--- config.mk ---
export PLATFORM = sky130hd
export DESIGN_NAME = ahb_multi_master
export DESIGN_NICKNAME = d
export VERILOG_FILES = /design/src/hdl/ahb_fe_pkg.sv /design/src/hdl/ahb_bus_mux.sv /design/src/hdl/ahb_grant_arbiter.sv /design/src/hdl/ahb_multi_master.sv /design/src/hdl/ahb_port_tracker.sv
export VERILOG_INCLUDE_DIRS = /design/src /design/src/hdl
export SDC_FILE = /design/constraint.sdc
export NUM_CORES = 1
export LEC_CHECK = 0
export ABC_AREA = 1
export BUFFER_PORTS_ARGS = -buffer_cell sky130_fd_sc_hd__buf_2
export CAP_MARGIN = 20
export CORE_AREA = 2 2 142 144
export CTS_BUF_LIST = sky130_fd_sc_hd__clkbuf_16
export DETAILED_ROUTE_END_ITERATION = 6
export DIE_AREA = 0 0 144 146
export PLACE_DENSITY = 0.46
export SKIP_CTS_REPAIR_TIMING = 1
export SYNTH_ARGS = -nofsm -noshare
export SYNTH_HDL_FRONTEND = slang
export SYNTH_SLANG_ARGS = --single-unit
--- constraint.sdc ---
create_clock -name clk -period 1.8 [get_ports clk]
set_input_delay 0.45 -clock clk [delete_from_list [all_inputs] [get_ports clk]]
set_output_delay 0.45 -clock clk [all_outputs]
set_load 0.02 [all_outputs]
--- src/hdl/ahb_fe_settings.svh ---
// AHB front end build settings

`ifndef AHB_FE_SETTINGS_SVH
`define AHB_FE_SETTINGS_SVH

// ---------------------------------------------------------------------------
// Bus widths

// Byte address presented on haddr
`define AHB_FE_ADDR_W 32

// Width of hwdata and hrdata
`define AHB_FE_DATA_W 32

// ---------------------------------------------------------------------------
// Requesters sharing the master port
// Index 0 has the highest priority
`define AHB_FE_NUM_PORTS 3

`endif

--- src/hdl/ahb_fe_pkg.sv ---
// AHB front end shared types

`include "ahb_fe_settings.svh"

package ahb_fe_pkg;

	// -----------------------------------------------------------------------
	// AHB-Lite transfer encodings

	// Only IDLE and NONSEQ are issued, no bursts
	typedef enum logic [1:0] {
		HTRANS_IDLE   = 2'b00,
		HTRANS_BUSY   = 2'b01,
		HTRANS_NONSEQ = 2'b10,
		HTRANS_SEQ    = 2'b11
	} htrans_t;

	typedef enum logic [2:0] {
		HSIZE_BYTE = 3'b000,
		HSIZE_HALF = 3'b001,
		HSIZE_WORD = 3'b010
	} hsize_t;

	// -----------------------------------------------------------------------
	// Requester numbering

	// Kept at least one bit wide for a single requester
	localparam int PORT_IDX_W =
		$clog2(`AHB_FE_NUM_PORTS > 1 ? `AHB_FE_NUM_PORTS : 2);

	// Also what goes out on hmaster
	typedef logic [PORT_IDX_W-1:0] port_idx_t;

endpackage

--- src/hdl/ahb_bus_mux.sv ---
// AHB shared master port mux

`timescale 1ns/1ps

`include "ahb_fe_settings.svh"

module ahb_bus_mux (
	// Control from the arbiter and the trackers
	input  logic [`AHB_FE_NUM_PORTS-1:0]                    gnt_i,
	input  logic [`AHB_FE_NUM_PORTS-1:0]                    dph_active_i,
	input  logic                                            bus_busy_i,

	// Requester fields
	input  logic [`AHB_FE_NUM_PORTS-1:0][`AHB_FE_ADDR_W-1:0] addr_i,
	input  logic [`AHB_FE_NUM_PORTS-1:0]                    write_i,
	input  logic [`AHB_FE_NUM_PORTS-1:0][2:0]               size_i,
	input  logic [`AHB_FE_NUM_PORTS-1:0]                    priv_i,
	input  logic [`AHB_FE_NUM_PORTS-1:0][`AHB_FE_DATA_W-1:0] wdata_i,

	// Shared AHB-Lite master signals
	output logic [`AHB_FE_ADDR_W-1:0]                       haddr_o,
	output logic                                            hwrite_o,
	output ahb_fe_pkg::htrans_t                             htrans_o,
	output ahb_fe_pkg::hsize_t                              hsize_o,
	output logic [3:0]                                      hprot_o,
	output ahb_fe_pkg::port_idx_t                           hmaster_o,
	output logic [`AHB_FE_DATA_W-1:0]                       hwdata_o
);

	import ahb_fe_pkg::*;

	localparam int NP = `AHB_FE_NUM_PORTS;

	logic [2:0] size_sel;
	logic       priv_sel;

	// -----------------------------------------------------------------------
	// Address phase select

	// AND-OR select, the grant is one-hot or zero
	always_comb begin
		haddr_o   = '0;
		hwrite_o  = 1'b0;
		size_sel  = '0;
		priv_sel  = 1'b0;
		hmaster_o = '0;
		for (int k = 0; k < NP; k++) begin
			haddr_o  = haddr_o | (addr_i[k] & {`AHB_FE_ADDR_W{gnt_i[k]}});
			hwrite_o = hwrite_o | (write_i[k] & gnt_i[k]);
			size_sel = size_sel | (size_i[k] & {3{gnt_i[k]}});
			priv_sel = priv_sel | (priv_i[k] & gnt_i[k]);
			if (gnt_i[k]) begin
				hmaster_o = hmaster_o | port_idx_t'(k);
			end
		end
	end

	assign hsize_o  = hsize_t'(size_sel);
	assign htrans_o = bus_busy_i ? HTRANS_NONSEQ : HTRANS_IDLE;

	// Noncacheable, nonbufferable, privilege from requester, data access
	assign hprot_o = {2'b00, priv_sel, 1'b1};

	// -----------------------------------------------------------------------
	// Write data from the data phase owner

	always_comb begin
		hwdata_o = '0;
		for (int k = 0; k < NP; k++) begin
			hwdata_o = hwdata_o | (wdata_i[k] & {`AHB_FE_DATA_W{dph_active_i[k]}});
		end
	end

	// Trackers each load their bit on the same edge
	always_comb begin
		a_dph_onehot: assert ($onehot0(dph_active_i))
			else $error("bus mux: more than one data phase owner");
	end

endmodule

--- src/hdl/ahb_grant_arbiter.sv ---
// AHB fixed priority grant arbiter

`timescale 1ns/1ps

`include "ahb_fe_settings.svh"

module ahb_grant_arbiter (
	input  logic                         clk,
	input  logic                         rst_n,

	// Pending address phases, one bit per requester
	input  logic [`AHB_FE_NUM_PORTS-1:0] req_i,

	// Data phase owner from the trackers
	input  logic [`AHB_FE_NUM_PORTS-1:0] dph_active_i,

	input  logic                         hready_i,
	input  logic                         hresp_i,

	// One-hot grant, or zero when nothing is requested
	output logic [`AHB_FE_NUM_PORTS-1:0] gnt_o,
	output logic                         bus_busy_o
);

	import ahb_fe_pkg::*;

	localparam int NP = `AHB_FE_NUM_PORTS;

	logic            hold_q;
	logic [NP-1:0]   gnt_prev_q;
	logic [NP-1:0]   eligible;
	logic [NP-1:0]   gnt_pri;
	logic            pick_vld;
	port_idx_t       pick_idx;

	// -----------------------------------------------------------------------
	// Grant hold over a stalled address phase

	// An error cancels the hold so the bus may go IDLE in the second cycle
	always_ff @(posedge clk or negedge rst_n) begin
		if (!rst_n) begin
			hold_q     <= 1'b0;
			gnt_prev_q <= '0;
		end else begin
			hold_q     <= bus_busy_o && !hready_i && !hresp_i;
			gnt_prev_q <= gnt_o;
		end
	end

	// -----------------------------------------------------------------------
	// Priority pick

	// A port whose own data phase is still stalled cannot issue again yet
	assign eligible = req_i & ~(dph_active_i & {NP{!hready_i}});

	// Scan from the top so the lowest index wins
	always_comb begin
		pick_vld = 1'b0;
		pick_idx = '0;
		for (int k = NP - 1; k >= 0; k--) begin
			if (eligible[k]) begin
				pick_vld = 1'b1;
				pick_idx = port_idx_t'(k);
			end
		end
	end

	assign gnt_pri = pick_vld ? (NP'(1) << pick_idx) : '0;

	assign gnt_o      = hold_q ? gnt_prev_q : gnt_pri;
	assign bus_busy_o = |gnt_o;

	// -----------------------------------------------------------------------
	// Checks

	a_gnt_onehot: assert property (
		@(posedge clk) disable iff (!rst_n)
		$onehot0(gnt_o)
	) else $error("arbiter: grant is not one-hot");

	// Held grant stays on the same port, which keeps its request up
	a_gnt_held: assert property (
		@(posedge clk) disable iff (!rst_n)
		(bus_busy_o && !hready_i && !hresp_i) |=> ((gnt_o & req_i) == $past(gnt_o))
	) else $error("arbiter: grant changed during stalled address phase");

endmodule

--- src/hdl/ahb_multi_master.sv ---
// AHB multi-requester master front end

`timescale 1ns/1ps

`include "ahb_fe_settings.svh"

module ahb_multi_master (
	input  logic                                            clk,
	input  logic                                            rst_n,

	// ---------------------------------------------------------------------
	// Requester side, indexed by requester
	input  logic [`AHB_FE_NUM_PORTS-1:0]                    req_i,
	input  logic [`AHB_FE_NUM_PORTS-1:0][`AHB_FE_ADDR_W-1:0] addr_i,
	input  logic [`AHB_FE_NUM_PORTS-1:0]                    write_i,
	input  logic [`AHB_FE_NUM_PORTS-1:0][2:0]               size_i,
	input  logic [`AHB_FE_NUM_PORTS-1:0]                    priv_i,
	input  logic [`AHB_FE_NUM_PORTS-1:0][`AHB_FE_DATA_W-1:0] wdata_i,
	output logic [`AHB_FE_NUM_PORTS-1:0]                    aph_ready_o,
	output logic [`AHB_FE_NUM_PORTS-1:0]                    dph_ready_o,
	output logic [`AHB_FE_NUM_PORTS-1:0]                    dph_err_o,
	output logic [`AHB_FE_DATA_W-1:0]                       rdata_o,

	// ---------------------------------------------------------------------
	// AHB-Lite master port
	output logic [`AHB_FE_ADDR_W-1:0]                       haddr_o,
	output logic                                            hwrite_o,
	output ahb_fe_pkg::htrans_t                             htrans_o,
	output ahb_fe_pkg::hsize_t                              hsize_o,
	output logic [3:0]                                      hprot_o,
	output ahb_fe_pkg::port_idx_t                           hmaster_o,
	output logic [`AHB_FE_DATA_W-1:0]                       hwdata_o,
	input  logic                                            hready_i,
	input  logic                                            hresp_i,
	input  logic [`AHB_FE_DATA_W-1:0]                       hrdata_i
);

	logic [`AHB_FE_NUM_PORTS-1:0] gnt;
	logic [`AHB_FE_NUM_PORTS-1:0] dph_active;
	logic                         bus_busy;

	ahb_grant_arbiter arb0 (
		.clk          (clk),
		.rst_n        (rst_n),
		.req_i        (req_i),
		.dph_active_i (dph_active),
		.hready_i     (hready_i),
		.hresp_i      (hresp_i),
		.gnt_o        (gnt),
		.bus_busy_o   (bus_busy)
	);

	// One tracker per requester
	for (genvar g = 0; g < `AHB_FE_NUM_PORTS; g++) begin : trk
		ahb_port_tracker u_tracker (
			.clk          (clk),
			.rst_n        (rst_n),
			.req_i        (req_i[g]),
			.gnt_i        (gnt[g]),
			.hready_i     (hready_i),
			.hresp_i      (hresp_i),
			.aph_ready_o  (aph_ready_o[g]),
			.dph_ready_o  (dph_ready_o[g]),
			.dph_err_o    (dph_err_o[g]),
			.dph_active_o (dph_active[g])
		);
	end

	ahb_bus_mux mux0 (
		.gnt_i        (gnt),
		.dph_active_i (dph_active),
		.bus_busy_i   (bus_busy),
		.addr_i       (addr_i),
		.write_i      (write_i),
		.size_i       (size_i),
		.priv_i       (priv_i),
		.wdata_i      (wdata_i),
		.haddr_o      (haddr_o),
		.hwrite_o     (hwrite_o),
		.htrans_o     (htrans_o),
		.hsize_o      (hsize_o),
		.hprot_o      (hprot_o),
		.hmaster_o    (hmaster_o),
		.hwdata_o     (hwdata_o)
	);

	// Read data is shared, each requester qualifies it with its own dph_ready
	assign rdata_o = hrdata_i;

endmodule

--- src/hdl/ahb_port_tracker.sv ---
// AHB requester data phase tracker

`timescale 1ns/1ps

`include "ahb_fe_settings.svh"

module ahb_port_tracker (
	input  logic clk,
	input  logic rst_n,

	// Requester address phase and its grant
	input  logic req_i,
	input  logic gnt_i,

	// Shared bus response
	input  logic hready_i,
	input  logic hresp_i,

	// Strobes back to the requester
	output logic aph_ready_o,
	output logic dph_ready_o,
	output logic dph_err_o,
	output logic dph_active_o
);

	// -----------------------------------------------------------------------
	// Data phase ownership

	logic dph_active_q;

	// Moves only when the bus advances, so a stalled data phase keeps its owner
	always_ff @(posedge clk or negedge rst_n) begin
		if (!rst_n) begin
			dph_active_q <= 1'b0;
		end else if (hready_i) begin
			dph_active_q <= gnt_i && req_i;
		end
	end

	assign dph_active_o = dph_active_q;

	// -----------------------------------------------------------------------
	// Requester strobes

	// Address accepted in the cycle hready is seen high with our grant
	assign aph_ready_o = gnt_i && req_i && hready_i;

	assign dph_ready_o = dph_active_q && hready_i;

	// Error is passed on in both cycles of the two-cycle response, so the
	// requester sees it ahead of dph_ready
	assign dph_err_o = dph_active_q && hresp_i;

	// -----------------------------------------------------------------------
	// Checks

	// Grant only lands on a port that is still asking for the bus
	a_gnt_has_req: assert property (
		@(posedge clk) disable iff (!rst_n)
		gnt_i |-> req_i
	) else $error("tracker: grant without request");

	// First error cycle is followed by the completing error cycle
	a_err_two_cycle: assert property (
		@(posedge clk) disable iff (!rst_n)
		(dph_err_o && !hready_i) |=> (dph_err_o && dph_ready_o)
	) else $error("tracker: error response not two cycles");

endmodule

==> results of run 1 <==
metrics by stage:
step / worst slack (ns) / total power, mW / std cells / hold slack (ns) / cell area, um2
global placement: -0.274 / 1.49 / 908 / 0.315 / 3550
global route: -0.332 / 2.30 / 919 / 0.0672 / 4130
floorplan: 0.0218 / 1.06 / 408 / 0.154 / 2120
CTS: -0.303 / 1.88 / 912 / 0.0616 / 3630
detailed placement: -0.274 / 1.48 / 908 / 0.311 / 3550
finish: -0.234 / 2.14 / 919 / 0.0565 / 4130
state kept, by name (all words and copies together) (netlist names):
name                        flops
arb0.gnt_prev_q                 3
trk.u_tracker.dph_active_o      3
arb0.hold_q                     1
worst max-delay path: stages:
cell and delay, ns:
buf_2 0.11, inv_4 0.05, nand2_1 0.07, nand2_1 0.05
nor2_1 0.11, nand2_1 0.10, nand2_4 0.15, buf_6 0.19
nand2_1 0.06, nand3_1 0.06, buf_2 0.16
layer usage:
metal / vias up / GRT usage / part of all wire
met1: 1446 / 0.0935 / 0.39
met5: - / 0 / 0
li1: 1701 / - / -
met2: 195 / 0.175 / 0.51
met4: 0 / 0.0270 / 0.016
met3: 17 / 0.0220 / 0.083
power by group:
| group | internal, mW | total [mW] | switching [mW] |
|---|---|---|---|
| Sequential | 0.172 | 0.181 | 0.00873 |
| Combinational | 0.701 | 1.57 | 0.874 |
| Clock | 0.292 | 0.389 | 0.0963 |
worst paths after layout:
check	to	slack, ns	startpoint	cells after the start
worst max-delay path	haddr_o[21]	-0.23	hready_i	11
worst min-delay path	trk[2].u_tracker.dph_active_o	0.06	rst_n	1
worst max register to register	arb0.hold_q	0.50	trk[1].u_tracker.dph_active_o	7
worst min register to register	trk[0].u_tracker.dph_active_o	0.58	trk[0].u_tracker.dph_active_o	2
max in group asynchronous	arb0.hold_q	1.55	rst_n	1
min in group clk	arb0.hold_q	0.50	hresp_i	3
synthesized netlist by cell type:
master and number:
a21oi_1 1, a21oi_2 1, buf_1 1, buf_12 1
buf_2 7, buf_4 50, buf_6 4, clkbuf_1 10
conb_1 2, dfrtp_1 7, inv_1 13, inv_2 2
nand2_1 214, nand2_2 14, nand3_1 62, nand3_2 11
nor2_1 3, nor3_1 1, o31ai_1 1, or2_2 1
area by class of cell:
type                       instances  area [um2]
clock buffer                       3        75.1
inverter                          15        63.8
sequential                         7         176
tap                              265         332
fill                            2245       15200
multi-input combinational        313        1520
clock inverter                     1        5.00
timing repair buffer             315        1960
logic make-up after synthesis:
logic type | Yosys count
buf+inv | 88
other cells | 2
flops | 7
simple gates | 306
compound gates | 3
==> results.cfg, run 1 <==
[cts]
clk_pin_slew_ns = 0.04
cts_max_path_buffers = 2
worstSkewPairLatency_ns = 0.24
cts_sinks = 7
cts_tree = yes
cts-buffers-inserted = 3
htree_levels = 1
cts_root_buf = clkbuf_16

[finish]
area_delta_synth_final_pct = 95.6
final_layout_size_suffix_gt1_frac = 0.578
nets = 901
layout_commonest_cell = buf_2
n_antenna_cell = 0
final_cell_mix = buf_2, nand2_1, nand3_1
post-route-util = 0.213

[floorplanning]
num_rows = 51
ios = 363
initial_core_util = 0.109
die_width_um = 144
die-area_um2 = 21000
dieHeight_um = 146
coreArea_um2 = 19300

[drt]
postRouteAntennaNets = 0
drt_wl_total_um = 11800
wl_per_cell_um = 12.8
viasPerCell = 3.66
vias = 3359
drt_iter0_drc = 119
drc = 0
firstDrtPassIters = 4

[yosys]
synth.cell_area_um2 = 2110
ys_top_cells_by_area = nand2_1, buf_4, nand3_1, dfrtp_1, nand3_2
yosysWarnings = 0
synth_compound_area_frac = 0.0101
synthCells = 406
synthAdderAreaFrac = 0
synth_cell_types = 20
avgSynthCellArea_um2 = 5.20
synth-seq-cells = 7
synth_xor_area_frac = 0
synth_top_cell_area_share = 0.381
synth_top_family_by_area = simple AND/OR/NAND/NOR gates
synth_top_area_cell = nand2_1
synth_mux_area_frac = 0
synth_simple_gate_area_share = 0.632
yosysSeqAreaShare = 0.0830

[sta]
tns_ns = -7.50
fin_worst_skew_ns = 0.00146
hold_viol = 0
fmax_mhz = 492
period_minus_slack_ns = 2.03
finalMaxSlewViolations = 0
period_share = 1.13
layout_setup_ws_ns = -0.234
setup_viol = 46
rsz0062_at_grt = yes

[global_route]
grt_max_degree = 41
grt_pass1_wl_um = 14900
overflow = 0
grt_pass1_vias = 2997
antenna_found_initial = 0
track_usage = 0.0900

[place]
place.gp.congestion = 0.789
io_buffers = 294
dp_hpwl_um = 8720

[critical_path]
crit_path_end_kind = output pin
worstSetupPathType = input port to output pin
critical_path_required_ns = 1.35
worst_ep_arrival_time_ns = 1.58
crit_fanout = 7
startpoint_type = input port

[outcome]
status = complete, but fails checks
violations = negative setup slack

[min_path]
worstHoldPathType = input port to async pin

[pwr]
leakage_nw = 2.45
max-vdd-ir-drop_v = 0.000253
power_density_nw_per_um2 = 520

[flow_run]
max_cap_violations = 0
Note: power is estimated with default switching activity, not from simulation.
==> inputs of run 2 (changes only) <==
Settings changed: REMOVE_ABC_BUFFERS set to 1, SKIP_LAST_GASP set to 1.
==> run 2 against run 1 <==
Combinational power up 11%. Total power up 7.1%. Critical path depth decreased by 3. Maximum frequency decreased by 3.5%. Clock skew hardly changed. Largest cell class unchanged. Setup slack lost 0.073 ns. First-iteration DRC count fell by 42%. Wire length is 20% higher. Final area up 8.9%. The run still ends with negative setup slack left. Critical path type is now flip-flop to output pin.
==> results.cfg, run 2 (synthesis results as in run 1) <==
[critical_path]
reg2reg_to = trk[1].u_tracker.dph_active_o
worst_ep_arrival_time_ns = 1.66
startpoint_type = flip-flop
critical_path_required_ns = 1.35
reg2reg_depth = 9
worstSetupPathType = flip-flop to output pin
crit_path_end_kind = output pin
crit_fanout = 7
reg2reg_from = trk[1].u_tracker.dph_active_o
reg2reg_slack_ns = 0.30

[cts]
cts_sinks = 7
htree_levels = 1
cts_max_path_buffers = 2
worstSkewPairLatency_ns = 0.23
cts_tree = yes
cts_root_buf = clkbuf_16
clk_pin_slew_ns = 0.04
cts-buffers-inserted = 3

[min_path]
worstHoldPathType = input port to async pin

[global_route]
grt_pass1_vias = 3300
grt_pass1_wl_um = 15300
track_usage = 0.0922
antenna_found_initial = 0
grt_max_degree = 41
overflow = 0

[floorplanning]
initial_core_util = 0.109
dieHeight_um = 146
num_rows = 51
ios = 363
die_width_um = 144
die-area_um2 = 21000
coreArea_um2 = 19300

[finish]
layout_commonest_cell = buf_2
n_antenna_cell = 0
final_cell_mix = buf_2, nand2_1, nand3_1
final_layout_size_suffix_gt1_frac = 0.628
regArea_um2 = 176
nets = 913
post-route-util = 0.232
fillers = 2184
area_delta_synth_final_pct = 113
multiInputGateArea_um2 = 1690

[flow_run]
max_cap_violations = 0

[outcome]
status = complete, but fails checks
violations = negative setup slack

[pwr]
power_density_nw_per_um2 = 511
p_switching_mw = 1.05
seq_power_share = 0.079
leakage_nw = 2.66
max-vdd-ir-drop_v = 0.000297
netSwitchingFraction = 0.455
p_int_mw = 1.25
clock_power_share = 0.160
combPwrFrac = 0.761

[place]
io_buffers = 294
place.gp.congestion = 0.788
dp_hpwl_um = 9500
dp_slack_ns = -0.215

[drt]
firstDrtPassIters = 4
vias = 3678
drt_wl_total_um = 14200
postRouteAntennaNets = 0
viasPerCell = 3.95
drt_iter0_drc = 69
drc = 0
wl_per_cell_um = 15.2

[sta]
finalMaxSlewViolations = 0
layout_setup_ws_ns = -0.307
fmax_mhz = 475
fin_worst_skew_ns = 0.00160
hold_viol = 0
period_share = 1.17
rsz0062_at_grt = yes
setup_viol = 49
period_minus_slack_ns = 2.11
run 2: layout make-up:
cell class              instances  share of cell area
flip-flops and latches          7              0.0393
inverters                      15              0.0142
clock buffers                   3              0.0167
well taps                     265              0.0738
multi-input cells             314               0.376
clock inverters                 1            0.000835
repair buffers                326               0.479
run 2: power groups by stage:
stage	sequential, mW	combinational, mW	clock [mW]
after floorplan	0.213	0.648	0
after global placement	0.182	1.32	0
after detailed placement	0.182	1.31	0
after CTS	0.180	1.32	0.380
after global routing	0.184	1.88	0.387
final	0.182	1.75	0.368
run 2: worst max-delay path by stage:
stage | startpoint | to | slack (ns)
after CTS | trk[1].u_tracker.dph_active_o | haddr_o[19] | -0.25
after detailed placement | hready_i | haddr_o[19] | -0.22
after global routing | trk[1].u_tracker.dph_active_o | haddr_o[23] | -0.38
after global placement | hready_i | haddr_o[19] | -0.23
after floorplan | trk[0].u_tracker.dph_active_o | aph_ready_o[2] | -0.93
final | trk[1].u_tracker.dph_active_o | haddr_o[23] | -0.31
run 2: layer usage:
layer	vias to the layer above	routed length, um	global-route usage
met3	24	1430	0.0296
li1	1732	-	-
met2	285	7060	0.169
met1	1637	5270	0.100
met5	-	0	0.0215
met4	0	398	0.0221
run 2: worst max-delay path, stage by stage, from the launching register on:
cell	delay (ns)
dfrtp_1	0.39
a21oi_2	0.17
buf_4	0.15
nand3_4	0.09
nand2_8	0.14
buf_4	0.14
nand2_1	0.10
nand3_1	0.11
buf_4	0.14
run 2: stage by stage:
| step | total power, mW | TNS (ns) | hold WS [ns] | instance area (um2) | instances |
|---|---|---|---|---|---|
| global route | 2.45 | -15.61 | 0.0588 | 4490 | 931 |
| global placement | 1.50 | -8.22 | 0.298 | 3570 | 911 |
| floorplan | 0.860 | -35.57 | 0.154 | 1600 | 335 |
| detailed placement | 1.49 | -7.75 | 0.298 | 3570 | 911 |
| finish | 2.30 | -10.10 | 0.0539 | 4490 | 931 |
| CTS | 1.88 | -9.27 | 0.0552 | 3650 | 915 |
==> inputs of run 3 (changes only) <==
Settings changed: ABC_AREA 1 to unset, CORE_AREA 2 2 142 144 to 2 2 141 143, DIE_AREA 0 0 144 146 to 0 0 143 145, PLACE_DENSITY 0.46 to 0.48, SKIP_LAST_GASP 1 to unset.
==> run 3 against run 2 <==
Wire length grew 11%. Hold slack got worse by 0.0047 ns. The flow finishes with violations (design-rule violations, negative setup slack). Critical path type unchanged. Global-route usage grew 4.3 points. Highest routed layer is now met5. Sequential cell count unchanged. Total power rose by 2.9%.
==> results.cfg, run 3 <==
[yosys]
yosysSeqAreaShare = 0.0736
async_flop_share = 1.00
synth_top_cell_area_share = 0.158
synth_compound_area_frac = 0.572
synth-seq-cells = 7
ys_top_cells_by_area = buf_4, a221o_1, o2bb2ai_1, a222oi_1, a22oi_1
ys.flop_type = dfrtp_1
yosys-top-cells-count = buf_4, a221o_1, a22oi_1, inv_1, o2bb2ai_1
avgSynthCellArea_um2 = 7.86
synth.cell_area_um2 = 2380
synth_xor_area_frac = 0
synth_top_family_by_area = compound AO/OA/AOI/OAI gates
synth_simple_gate_area_share = 0.0568
synth-edff-count = 0
synth.most_common_cell = buf_4
synth_cell_types = 28
yosysWarnings = 0
synthCells = 303
synth_top_area_cell = buf_4
synthAdderAreaFrac = 0
synth_mux_area_frac = 0

[drt]
drt_wl_total_um = 15700
wl_met1_um = 6850
route.met3.wl_um = 1870
wl_per_cell_um = 19.2
vias = 3724
postRouteAntennaNets = 0
highest_layer = met5
viasPerCell = 4.55
drt_iter0_drc = 341
drc = 8
firstDrtPassIters = 7
met2_length_um = 6930

[sta]
tns_ns = -20.31
hold_viol = 0
finalMaxSlewViolations = 0
period_minus_slack_ns = 2.25
rsz0062_at_grt = yes
layout_setup_ws_ns = -0.455
fin_worst_skew_ns = 0.00210
fmax_mhz = 444
period_share = 1.25
setup_viol = 75

[critical_path]
max_stage_delay_ns = 0.44
worstSetupPathType = flip-flop to output pin
cp_cell_sequence = and2_4 -> a31o_4 -> buf_12 -> o2bb2ai_2 -> a221o_1 -> buf_6
crit_fanout = 26
worst_ep_arrival_time_ns = 1.80
critical_path_required_ns = 1.35
cp_slowest_cell = dfrtp_2
startpoint_type = flip-flop
crit_path_end_kind = output pin

[pwr]
max-vdd-ir-drop_v = 0.000341
leakage_nw = 2.34
power_density_nw_per_um2 = 531

[floorplanning]
dieHeight_um = 145
coreArea_um2 = 19200
die-area_um2 = 20700
initial_core_util = 0.124
die_width_um = 143
num_rows = 51
ios = 363

[cts]
cts_tree = yes
cts_root_buf = clkbuf_16
clk_pin_slew_ns = 0.04
cts_max_path_buffers = 2
htree_levels = 1
cts-buffers-inserted = 3
cts_sinks = 7
worstSkewPairLatency_ns = 0.24

[outcome]
status = complete, but fails checks
violations = design-rule violations, negative setup slack

[finish]
final_cell_mix = buf_2, buf_6, inv_1
final_layout_size_suffix_gt1_frac = 0.638
layout_commonest_cell = buf_2
area_delta_synth_final_pct = 87.0
nets = 799
fin_area_um2 = 4450

[place]
placed_cell_area_um2 = 3930
io_buffers = 294
dp_hpwl_um = 12600
place.gp.congestion = 0.826

[global_route]
overflow = 0
grt_pass1_vias = 3477
track_usage = 0.135
grt_pass1_wl_um = 21400
antenna_found_initial = 2
grt_max_degree = 38

[min_path]
worstHoldPathType = input port to async pin

[flow_run]
max_cap_violations = 0
[run 3: metal layers]
metal,vias up,GRT usage
met5,-,0.0175
met4,2,0.0119
met3,9,0.0620
met2,226,0.199
met1,1783,0.185
li1,1704,-
[run 3: worst paths after layout]
kind / endpoint / cells after the start / slack, ns / start
worst min register to register: trk[0].u_tracker.dph_active_o / 2 / 0.59 / trk[0].u_tracker.dph_active_o
min in group clk: trk[1].u_tracker.dph_active_o / 2 / 0.48 / hready_i
worst max register to register: trk[1].u_tracker.dph_active_o / 8 / 0.06 / trk[1].u_tracker.dph_active_o
worst min-delay path: arb0.gnt_prev_q[2] / 1 / 0.05 / rst_n
worst max-delay path: haddr_o[21] / 6 / -0.45 / arb0.hold_q
max in group asynchronous: trk[0].u_tracker.dph_active_o / 1 / 1.56 / rst_n
[run 3: layout make-up]
type	instances	area, um2
multi-input cells	176	1620
repair buffers	328	2100
clock buffers	3	75.1
fillers	2170	14800
inverters	37	139
flip-flops and latches	7	178
diodes	1	2.50
well taps	265	332
clock inverters	1	3.75
[run 3: kinds of logic (layout without fill, tap and decap cells)]
group,count (synthesis),count (layout)
compound gates,151,151
buf+inv,123,369
simple gates,20,21
other cells,2,5
flops,7,7
[run 3: power by group]
part           internal (mW)  switching (mW)  total (mW)
logic                  0.870           0.919        1.79
clock network          0.290          0.0969       0.387
registers              0.172          0.0150       0.187
total                   1.33            1.03        2.36
[run 3: stage by stage]
step	power (mW)	std cells	hold WS (ns)	util	setup WS [ns]
after detailed placement	1.73	806	0.308	0.204	-0.533
after global placement	1.73	806	0.301	0.204	-0.524
final	2.36	818	0.0492	0.232	-0.455
after floorplan	0.992	219	0.154	-	-2.11
after global routing	2.50	817	0.0663	0.232	-0.520
after CTS	2.13	810	0.0586	0.209	-0.564
[run 3: worst max-delay path: cells and delay by family, from the launching register on]
| kind | cells | cell delay (ns) |
|---|---|---|
| AO/OA/AOI/OAI | 3 | 0.65 |
| flip-flops | 1 | 0.44 |
| buffers and inverters | 2 | 0.31 |
| AND/OR/NAND/NOR | 1 | 0.15 |
